### src/logic/icache_params.svh
// width and size macros for the instruction fetch cache line store
// include wherever a width or the set count is needed

`ifndef ICACHE_PARAMS_SVH
`define ICACHE_PARAMS_SVH

// fetch address counted in quarter-line units
`define ICACHE_ADDR_W 16

// address split: quarter select, index, tag
`define ICACHE_QSEL_W 2
`define ICACHE_INDEX_W 4
`define ICACHE_TAG_W 10

// one quarter of a line, four quarters per line
`define ICACHE_QUARTER_W 32

`define ICACHE_SETS 16

`endif

### src/logic/icache_pkg.sv
// shared types of the fetch cache line store
// modules pull these in with a wildcard import in their header

`include "icache_params.svh"

package icache_pkg;

  // quarter select in bits 1..0, index in 5..2, tag above
  typedef logic [`ICACHE_ADDR_W-1:0] fetch_addr_t;

  // fetch address without the quarter bits
  typedef logic [`ICACHE_ADDR_W-`ICACHE_QSEL_W-1:0] line_addr_t;

  typedef logic [`ICACHE_INDEX_W-1:0] index_t;
  typedef logic [`ICACHE_TAG_W-1:0] tag_t;

  typedef logic [`ICACHE_QUARTER_W-1:0] quarter_t;

  // lower half carries quarters 0 and 1
  typedef logic [2*`ICACHE_QUARTER_W-1:0] half_line_t;

  // quarter 0 sits in the lowest bits
  typedef logic [(1 << `ICACHE_QSEL_W)*`ICACHE_QUARTER_W-1:0] line_t;

endpackage

### src/logic/icache_fill_assembler.sv
// builds one line commit out of two half-line fill beats
// also turns an invalidate request into a one-cycle commit

`timescale 1ns/1ns
`include "icache_params.svh"

module icache_fill_assembler
  import icache_pkg::*;
(
  input  logic       clk,
  input  logic       rst,
  input  logic       fill_wen,
  input  logic       invalidate,
  input  line_addr_t fill_addr,
  input  half_line_t fill_data,
  output logic       commit_wen,
  output logic       commit_inv,
  output line_addr_t commit_addr,
  output line_t      commit_line
);

  localparam int HALF_W = $bits(half_line_t);

  // high while the second beat is on fill_data
  logic       fill_step;
  line_addr_t fill_addr_q;
  line_addr_t inv_addr_q;
  line_t      line_q;

  always_ff @(posedge clk) begin
    if (rst) begin
      fill_step  <= 1'b0;
      commit_wen <= 1'b0;
      commit_inv <= 1'b0;
    end else begin
      fill_step  <= fill_wen;
      // line is complete once the high half is in
      commit_wen <= fill_step;
      commit_inv <= invalidate;
    end
  end

  // address and line payload
  always_ff @(posedge clk) begin
    if (fill_wen) begin
      fill_addr_q          <= fill_addr;
      line_q[HALF_W-1:0]   <= fill_data;
    end
    if (fill_step) begin
      line_q[2*HALF_W-1:HALF_W] <= fill_data;
    end
    if (invalidate) begin
      inv_addr_q <= fill_addr;
    end
  end

  // invalidate keeps its own address so a fill in flight is not disturbed
  assign commit_addr = commit_inv ? inv_addr_q : fill_addr_q;
  assign commit_line = line_q;

  // a fill occupies two beats, so a new one cannot start right behind it
  a_fill_two_beats: assert property (@(posedge clk) disable iff (rst)
    fill_wen |=> !fill_wen);

endmodule

### src/logic/icache_line_ram.sv
// direct mapped tag, valid and data arrays of the fetch cache
// serves two read lookups and a presence check, takes commits from the fill assembler

`timescale 1ns/1ns
`include "icache_params.svh"

module icache_line_ram
  import icache_pkg::*;
(
  input  logic                      clk,
  input  logic                      rst,
  input  logic                      a_read_en,
  input  logic                      b_read_en,
  input  fetch_addr_t               a_addr,
  input  fetch_addr_t               b_addr,
  input  logic                      commit_wen,
  input  logic                      commit_inv,
  input  line_addr_t                commit_addr,
  input  line_t                     commit_line,
  input  logic                      chk_en,
  input  line_addr_t                chk_addr,
  output logic                      a_hit,
  output logic                      b_hit,
  output line_t                     a_line,
  output line_t                     b_line,
  output logic [`ICACHE_QSEL_W-1:0] a_qsel,
  output logic [`ICACHE_QSEL_W-1:0] b_qsel,
  output logic                      chk_hit,
  output logic                      expun_wen,
  output line_addr_t                expun_addr
);

  logic [`ICACHE_SETS-1:0] valid_q;
  tag_t                    tag_q [`ICACHE_SETS];
  line_t                   data_q [`ICACHE_SETS];

  line_addr_t a_line_addr;
  line_addr_t b_line_addr;
  index_t     c_idx;
  tag_t       c_tag;
  logic       c_same_tag;
  logic       chk_en_q;
  line_addr_t chk_addr_q;

  function automatic index_t line_index(line_addr_t la);
    return la[`ICACHE_INDEX_W-1:0];
  endfunction

  function automatic tag_t line_tag(line_addr_t la);
    return la[$bits(line_addr_t)-1 -: `ICACHE_TAG_W];
  endfunction

  // valid entry with a matching tag
  function automatic logic lookup(line_addr_t la);
    return valid_q[line_index(la)] && (tag_q[line_index(la)] == line_tag(la));
  endfunction

  // drop the quarter bits
  assign a_line_addr = a_addr[`ICACHE_ADDR_W-1:`ICACHE_QSEL_W];
  assign b_line_addr = b_addr[`ICACHE_ADDR_W-1:`ICACHE_QSEL_W];

  assign c_idx      = line_index(commit_addr);
  assign c_tag      = line_tag(commit_addr);
  assign c_same_tag = tag_q[c_idx] == c_tag;

  // control state: hits, check pipe, expunge strobe, valid bits
  always_ff @(posedge clk) begin
    if (rst) begin
      a_hit     <= 1'b0;
      b_hit     <= 1'b0;
      chk_en_q  <= 1'b0;
      chk_hit   <= 1'b0;
      expun_wen <= 1'b0;
      valid_q   <= '0;
    end else begin
      a_hit     <= a_read_en && lookup(a_line_addr);
      b_hit     <= b_read_en && lookup(b_line_addr);
      chk_en_q  <= chk_en;
      chk_hit   <= chk_en_q && lookup(chk_addr_q);
      // a different valid tag gets pushed out by this fill
      expun_wen <= commit_wen && valid_q[c_idx] && !c_same_tag;
      if (commit_wen) begin
        valid_q[c_idx] <= 1'b1;
      end else if (commit_inv && c_same_tag) begin
        valid_q[c_idx] <= 1'b0;
      end
    end
  end

  // arrays and payload, reads see the contents before this edge's commit
  always_ff @(posedge clk) begin
    a_line     <= data_q[line_index(a_line_addr)];
    b_line     <= data_q[line_index(b_line_addr)];
    a_qsel     <= a_addr[`ICACHE_QSEL_W-1:0];
    b_qsel     <= b_addr[`ICACHE_QSEL_W-1:0];
    chk_addr_q <= chk_addr;
    expun_addr <= {tag_q[c_idx], c_idx};
    if (commit_wen) begin
      tag_q[c_idx]  <= c_tag;
      data_q[c_idx] <= commit_line;
    end
  end

  // the fill assembler must keep fills and invalidates apart
  a_commit_excl: assert property (@(posedge clk) disable iff (rst)
    !(commit_wen && commit_inv));

endmodule

### src/logic/icache_quarter_select.sv
// picks the addressed quarter out of each looked-up line
// one register stage, result is zero when the lookup missed

`timescale 1ns/1ns
`include "icache_params.svh"

module icache_quarter_select
  import icache_pkg::*;
(
  input  logic                      clk,
  input  logic                      rst,
  input  logic                      a_hit_in,
  input  logic                      b_hit_in,
  input  line_t                     a_line,
  input  line_t                     b_line,
  input  logic [`ICACHE_QSEL_W-1:0] a_qsel,
  input  logic [`ICACHE_QSEL_W-1:0] b_qsel,
  output logic                      a_hit,
  output logic                      b_hit,
  output quarter_t                  a_quarter,
  output quarter_t                  b_quarter
);

  // quarter 0 at the bottom of the line
  function automatic quarter_t pick(line_t line, logic [`ICACHE_QSEL_W-1:0] qsel,
                                    logic hit);
    quarter_t q;
    q = line[qsel*`ICACHE_QUARTER_W +: `ICACHE_QUARTER_W];
    return hit ? q : '0;
  endfunction

  always_ff @(posedge clk) begin
    if (rst) begin
      a_hit     <= 1'b0;
      b_hit     <= 1'b0;
      a_quarter <= '0;
      b_quarter <= '0;
    end else begin
      a_hit     <= a_hit_in;
      b_hit     <= b_hit_in;
      a_quarter <= pick(a_line, a_qsel, a_hit_in);
      b_quarter <= pick(b_line, b_qsel, b_hit_in);
    end
  end

endmodule

### src/logic/fetch_stall_hold.sv
// output hold register of one fetch port
// freezes while the fetch unit stalls, flushes to zero on an exception

`timescale 1ns/1ns

module fetch_stall_hold
  import icache_pkg::*;
(
  input  logic     clk,
  input  logic     rst,
  input  logic     fstall,
  input  logic     except,
  input  logic     hit_in,
  input  quarter_t data_in,
  output logic     hit,
  output quarter_t data
);

  always_ff @(posedge clk) begin
    if (rst || except) begin
      // exception wins over a stall
      hit  <= 1'b0;
      data <= '0;
    end else if (!fstall) begin
      hit  <= hit_in;
      data <= data_in;
    end
  end

endmodule

### src/logic/icache_fetch_store.sv
// top of the fetch cache line store
// read ports A and B, line fill, invalidate, presence check and expunge report

`timescale 1ns/1ns
`include "icache_params.svh"

module icache_fetch_store
  import icache_pkg::*;
(
  input  logic        clk,
  input  logic        rst,
  input  logic        a_read_en,
  input  fetch_addr_t a_addr,
  input  logic        b_read_en,
  input  fetch_addr_t b_addr,
  input  logic        a_fstall,
  input  logic        a_except,
  input  logic        b_fstall,
  input  logic        b_except,
  input  logic        fill_wen,
  input  line_addr_t  fill_addr,
  input  half_line_t  fill_data,
  input  logic        invalidate,
  input  logic        chk_en,
  input  line_addr_t  chk_addr,
  output logic        a_hit,
  output quarter_t    a_data,
  output logic        b_hit,
  output quarter_t    b_data,
  output logic        chk_hit,
  output logic        expun_wen,
  output line_addr_t  expun_addr
);

  logic        a_read_en_q;
  logic        b_read_en_q;
  fetch_addr_t a_addr_q;
  fetch_addr_t b_addr_q;

  logic       commit_wen;
  logic       commit_inv;
  line_addr_t commit_addr;
  line_t      commit_line;

  logic                      ram_a_hit;
  logic                      ram_b_hit;
  line_t                     ram_a_line;
  line_t                     ram_b_line;
  logic [`ICACHE_QSEL_W-1:0] ram_a_qsel;
  logic [`ICACHE_QSEL_W-1:0] ram_b_qsel;

  logic     sel_a_hit;
  logic     sel_b_hit;
  quarter_t sel_a_quarter;
  quarter_t sel_b_quarter;

  // request register in front of the arrays
  always_ff @(posedge clk) begin
    if (rst) begin
      a_read_en_q <= 1'b0;
      b_read_en_q <= 1'b0;
    end else begin
      a_read_en_q <= a_read_en;
      b_read_en_q <= b_read_en;
    end
  end

  always_ff @(posedge clk) begin
    a_addr_q <= a_addr;
    b_addr_q <= b_addr;
  end

  icache_fill_assembler fill_asm (
    .clk(clk), .rst(rst),
    .fill_wen(fill_wen), .invalidate(invalidate),
    .fill_addr(fill_addr), .fill_data(fill_data),
    .commit_wen(commit_wen), .commit_inv(commit_inv),
    .commit_addr(commit_addr), .commit_line(commit_line)
  );

  icache_line_ram line_ram (
    .clk(clk), .rst(rst),
    .a_read_en(a_read_en_q), .b_read_en(b_read_en_q),
    .a_addr(a_addr_q), .b_addr(b_addr_q),
    .commit_wen(commit_wen), .commit_inv(commit_inv),
    .commit_addr(commit_addr), .commit_line(commit_line),
    .chk_en(chk_en), .chk_addr(chk_addr),
    .a_hit(ram_a_hit), .b_hit(ram_b_hit),
    .a_line(ram_a_line), .b_line(ram_b_line),
    .a_qsel(ram_a_qsel), .b_qsel(ram_b_qsel),
    .chk_hit(chk_hit), .expun_wen(expun_wen), .expun_addr(expun_addr)
  );

  icache_quarter_select qsel (
    .clk(clk), .rst(rst),
    .a_hit_in(ram_a_hit), .b_hit_in(ram_b_hit),
    .a_line(ram_a_line), .b_line(ram_b_line),
    .a_qsel(ram_a_qsel), .b_qsel(ram_b_qsel),
    .a_hit(sel_a_hit), .b_hit(sel_b_hit),
    .a_quarter(sel_a_quarter), .b_quarter(sel_b_quarter)
  );

  // one hold stage per fetch port
  fetch_stall_hold hold_a (
    .clk(clk), .rst(rst), .fstall(a_fstall), .except(a_except),
    .hit_in(sel_a_hit), .data_in(sel_a_quarter), .hit(a_hit), .data(a_data)
  );

  fetch_stall_hold hold_b (
    .clk(clk), .rst(rst), .fstall(b_fstall), .except(b_except),
    .hit_in(sel_b_hit), .data_in(sel_b_quarter), .hit(b_hit), .data(b_data)
  );

endmodule

### config.mk
export PLATFORM = sky130hd
export DESIGN_NAME = icache_fetch_store
export DESIGN_NICKNAME = d
export VERILOG_FILES = /design/src/logic/icache_pkg.sv /design/src/logic/icache_fill_assembler.sv /design/src/logic/icache_line_ram.sv /design/src/logic/icache_quarter_select.sv /design/src/logic/fetch_stall_hold.sv /design/src/logic/icache_fetch_store.sv
export VERILOG_INCLUDE_DIRS = /design/src /design/src/logic
export SDC_FILE = /design/constraint.sdc
export NUM_CORES = 2
export LEC_CHECK = 0
export BUFFER_PORTS_ARGS = -buffer_cell sky130_fd_sc_hd__clkbuf_2
export CAP_MARGIN = 10
export CORE_UTILIZATION = 55
export DETAILED_ROUTE_END_ITERATION = 6
export HOLD_SLACK_MARGIN = 0.15
export PLACE_DENSITY_LB_ADDON = 0.2
export SLEW_MARGIN = 20
export SYNTH_ARGS = -nofsm -noshare
export SYNTH_HDL_FRONTEND = slang
export SYNTH_SLANG_ARGS = --single-unit
### constraint.sdc
create_clock -name clk -period 12.7 [get_ports clk]
set_input_delay 2.54 -clock clk [delete_from_list [all_inputs] [get_ports clk]]
set_output_delay 2.54 -clock clk [all_outputs]
set_load 0.02 [all_outputs]
==> summary.txt <==
Hold path
  – Hold depth: 0
  – Endpoint of the worst hold path: line_ram.b_qsel[1]
  – Class of the tightest hold or removal check: reg -> reg
  – Critical hold path startpoint: b_addr_q[1]

Yosys
  – Total nets after synthesis: 5497
  – Leading cell types by total area after synthesis: edfxtp_1 59%, mux4_2 28%, dfxtp_1 8.0%
  – Most instantiated flip-flop cell in the synthesis netlist: edfxtp_1
  – Flip-flop and latch count after synthesis: around 2.8k
  – Warning count from the yosys run: 0
  – Register area share after synthesis: around 67%
  – EDFF count, synth: 2364
  – Share of synthesized flip-flops with an asynchronous set or reset: 0%
  – Post-synth top area cell: edfxtp_1
  – Area of the mapped netlist: 120000 um2
  – Share of the synthesized area in the top cell type: 59.1%
  – Post-Syn Area per Cell: 22.4 um2
  – Number of unique standard cell types used by synthesis: between 40 and 50
  – Synthesized instance count: 5362

Floorplanning
  – Die height: 469 um
  – Number of top-level design ports: between 200 and 250
  – Die width: 469 um
  – Starting Density: 55.3%
  – Row cnt: 171
  – Overall die area: 220000 um2
  – Area of the core: 217000 um2

Final layout
  – Total non-filler cell area in the finished layout: around 130000 um2
  – Share of cells above drive strength 1: 40.0%
  – Nets@finish: about 5.7k
  – Storage element area: 80600 um2
  – Synthesis-to-finish area growth: 11.9%
  – Number of inserted filler cells in the final layout: 14.5k
  – Area occupied by multi-input gates: 38100 um2

Power and ir drop
  – Switching part of the total power: a little over a fifth
  – Lkg Pwr: roughly 43 nW
  – Net Switching: 4.43 mW
  – Internal power consumption: 16.1 mW
  – VDD IR-drop max: roughly 0.12 mV
  – Relative contribution of combinational cells to total power: 6.2%
  – Post-layout power: 20.6 mW
  – Sequential group share of total power: between 50% and 60%
  – Power per standard cell area: roughly 150 nW/um2
  – Share of total power in the clock network: 42.6%

Route
  – Number of nets with antenna violations after detailed routing: 0
  – Per-cell via count in the routed design: 7.04
  – Wirelength per Cell: 36.8 um
  – Number of DRC markers after the initial detailed-route iteration: 7394
  – Post-route DRC: 0
  – Vias: approximately 60k
  – Post-Route WL: between 300000 and 400000 um
  – Initial DRT Pass Iterations: 6

Critical path
  – FF-to-FF End: line_ram.data_q[3][3]
  – Worst path most repeated cell: buf_4
  – Startpoint of the worst-slack reg-to-reg timing path: fill_asm.commit_inv
  – Start point of the critical path: fill_asm.commit_inv
  – Slowest cell on crit path: nor2_4
  – Cell depth of the worst flop-to-flop path: 7
  – Crit. End Element: flop
  – Critical path's top delay family: buffers and inverters
  – Required @ worst endpoint: 13230 ps
  – Arrival time of the worst setup path: 6010 ps
  – Cells traversed along the worst timing path: buf_4 -> mux2i_1 -> inv_2 -> nand3_1 -> nor2_4 -> buf_4 -> buf_4
  – Delay contributed by the slowest stage of the critical path: between 900 and 1000 ps
  – Type of the setup path with the least slack: reg -> reg
  – Bufs and invs on worst path: 4
  – Worst reg2reg setup slack: ~7200 ps
  – Critical path startpoint category: flop
  – Top fanout value on the critical path: 46

Global route
  – Via count of the first global-routing pass: around 62k
  – Total gr overflow: 0
  – Wire length of the first global-routing pass: 462000 um
  – Total Routing Usage GR: 29.5%
  – Largest net degree at the start of global routing: around 140
  – Number of antenna violations at the first check in global routing: 22

STA
  – Max-slew violation count: 0
  – Worst max-slew margin expressed relative to the limit: ~18%
  – Sum Neg Setup Slack: 0 ps
  – Final setup violation count: 0
  – Maximum achievable frequency: 182 MHz
  – Total count of hold-check failures in the final report: 0
  – Clock Skew: 39.7 ps
  – Post-route fraction of the period consumed by the critical path: 43.2%
  – Slew at the pin with the worst max-slew slack: about 1200 ps
  – RSZ-0062 raised after global routing: false
  – Worst hold slack after final layout: roughly 330 ps
  – Worst Setup Slack, final: slightly above 7000 ps
  – Tmin final: ~5500 ps

Place
  – Placer's final routability congestion estimate: about 0.84
  – Pre-CTS WS: around 7200 ps
  – Number of I/O port buffers: between 200 and 250
  – Standard cell area after detailed placement: about 120000 um2
  – Half-perimeter wire length after detailed placement: about 180000 um

Clock tree
  – Clock buffer count from CTS: just over 300
  – Hold-fix buffers, CTS: 0
  – Sink count of the clock tree: 2842
  – Clock latency on the worst-skew pair: 940 ps
  – Total setup buffers inserted after CTS: 0
  – Depth of the CTS H-tree: 5
  – Total of cells resized after clock tree synthesis: 0
  – Cell at the root of the clock tree: clkbuf_16
  – Clock transition at the registers of the reported paths: 60 ps
  – CTS tree: built
  – Maximum buffer depth of the clock tree: 4

Run status
  – Outcome: finished clean

Job
  – Number of maximum-capacitance violations: 0
[logic make-up after synthesis]
| kind of cell | Yosys count | share of synthesized area (%) |
|---|---|---|
| compound gates | 187 | 0.995 |
| xor+xnor | 40 | 0.292 |
| buf+inv | 404 | 1.32 |
| flops | 2842 | 67.0 |
| mux | 1608 | 29.1 |
| simple gates | 281 | 1.27 |
[placed cells by master, fill, tap and decap left out, types with 5 or more instances in the layout]
| cell | synthesis | final |
|---|---|---|
| edfxtp_1 | 2364 | 2364 |
| mux4_2 | 1499 | 1499 |
| dfxtp_1 | 478 | 464 |
| clkbuf_16 | 0 | 315 |
| clkbuf_2 | 1 | 215 |
| a21oi_1 | 105 | 105 |
| buf_4 | 0 | 103 |
| nor2b_1 | 97 | 97 |
| mux2i_1 | 94 | 94 |
| nor2_1 | 102 | 86 |
| clkbuf_1 | 249 | 55 |
| clkinv_2 | 0 | 45 |
| clkinv_1 | 0 | 42 |
| clkbuf_8 | 0 | 41 |
| nand2_1 | 27 | 27 |
| a211oi_1 | 26 | 26 |
| xor2_1 | 24 | 24 |
| bufinv_16 | 0 | 21 |
| o41ai_1 | 20 | 20 |
| diode_2 | 0 | 17 |
| a311oi_1 | 17 | 17 |
| buf_12 | 0 | 17 |
| nor2_4 | 0 | 16 |
| xnor2_1 | 16 | 16 |
| dfxtp_4 | 0 | 13 |
| mux2_2 | 11 | 11 |
| nand3_1 | 9 | 9 |
| clkinvlp_4 | 0 | 8 |
| nand4_1 | 6 | 6 |
| inv_6 | 0 | 6 |
| and4b_1 | 5 | 5 |
| or2_2 | 5 | 5 |
[synth_stat cells (3+ instances only)]
master and n:
xor2_1 24, a31oi_1 3, buf_1 112, buf_2 32, nand3b_1 3, o2111a_1 3, a311oi_1 17, nand4_1 6
o41ai_1 20, nor4_1 4, inv_1 4, clkbuf_1 249, mux4_2 1499, nand2_1 27, a211oi_1 26, mux2i_1 94
mux2_2 11, edfxtp_1 2364, xnor2_1 16, mux4_1 4, and3_1 4, dfxtp_1 478, nor4_4 4, buf_6 4
nand2b_1 4, and4b_1 5, or2_2 5, nor2b_1 97, a21oi_1 105, nor2_1 102, nand3_1 9
[registers in the layout, indices dropped and copies added, names as in the netlist, 2 cells and up, named ones only]
| register | count |
|---|---|
| line_ram.b_line | 128 |
| line_ram.b_qsel | 2 |
| qsel.b_quarter | 32 |
| line_ram.expun_addr | 14 |
| fill_asm.commit_line | 128 |
| line_ram.data_q | 2048 |
| hold_b.data | 32 |
| line_ram.tag_q | 160 |
| line_ram.a_qsel | 2 |
| qsel.a_quarter | 32 |
| a_addr_q | 16 |
| line_ram.chk_addr_q | 14 |
| hold_a.data | 32 |
| fill_asm.fill_addr_q | 14 |
| b_addr_q | 16 |
| line_ram.a_line | 128 |
| fill_asm.inv_addr_q | 14 |
[how the worst max path moves through the flow]
stage,endpoint,slack [ps],cells past startpoint
2_1_floorplan,line_ram.data_q[13][0],4800,7
3_3_place_gp,line_ram.a_line[9],7210,8
3_5_place_dp,line_ram.data_q[3][3],7180,7
4_1_cts,line_ram.data_q[3][3],7160,7
5_1_grt,line_ram.a_line[8],6880,8
6_report,line_ram.data_q[3][3],7210,7
[routing by layer]
layer  GRT usage, %  wire length [um]  vias up
met5              0                27        -
met4           9.88             11200        4
met3           5.18             27900      614
met2           47.8            159000     3511
met1           41.2            122000    33248
li1               -                 -    23949
[cell type report]
class / count / area share (%)
repair buffers: 336 / 1.64
flip-flops and latches: 2842 / 60.0
clock buffers: 413 / 6.45
multi-input cells: 2116 / 28.4
well taps: 2854 / 2.66
clock inverters: 126 / 0.866
diodes: 17 / 0.0316
inverters: 6 / 0.0168
[per-stage QoR]
step / utilization [%] / std cells
floorplan: - / 5362
finish: 61.9 / 8710
detailed placement: 57.4 / 8154
global route: 61.9 / 8705
global placement: 57.3 / 8154
CTS: 61.9 / 8693
[power by group through the flow]
| stage | Clock, mW | Sequential [mW] | Combinational (mW) |
|---|---|---|---|
| global route | 9.20 | 10.5 | 1.34 |
| finish | 8.75 | 10.5 | 1.28 |
| detailed placement | 0 | 10.7 | 1.29 |
| CTS | 8.85 | 10.5 | 1.29 |
| global placement | 0 | 10.7 | 1.29 |
| floorplan | 0 | 10.6 | 0.907 |
Note: power is estimated with default switching activity, not from simulation.
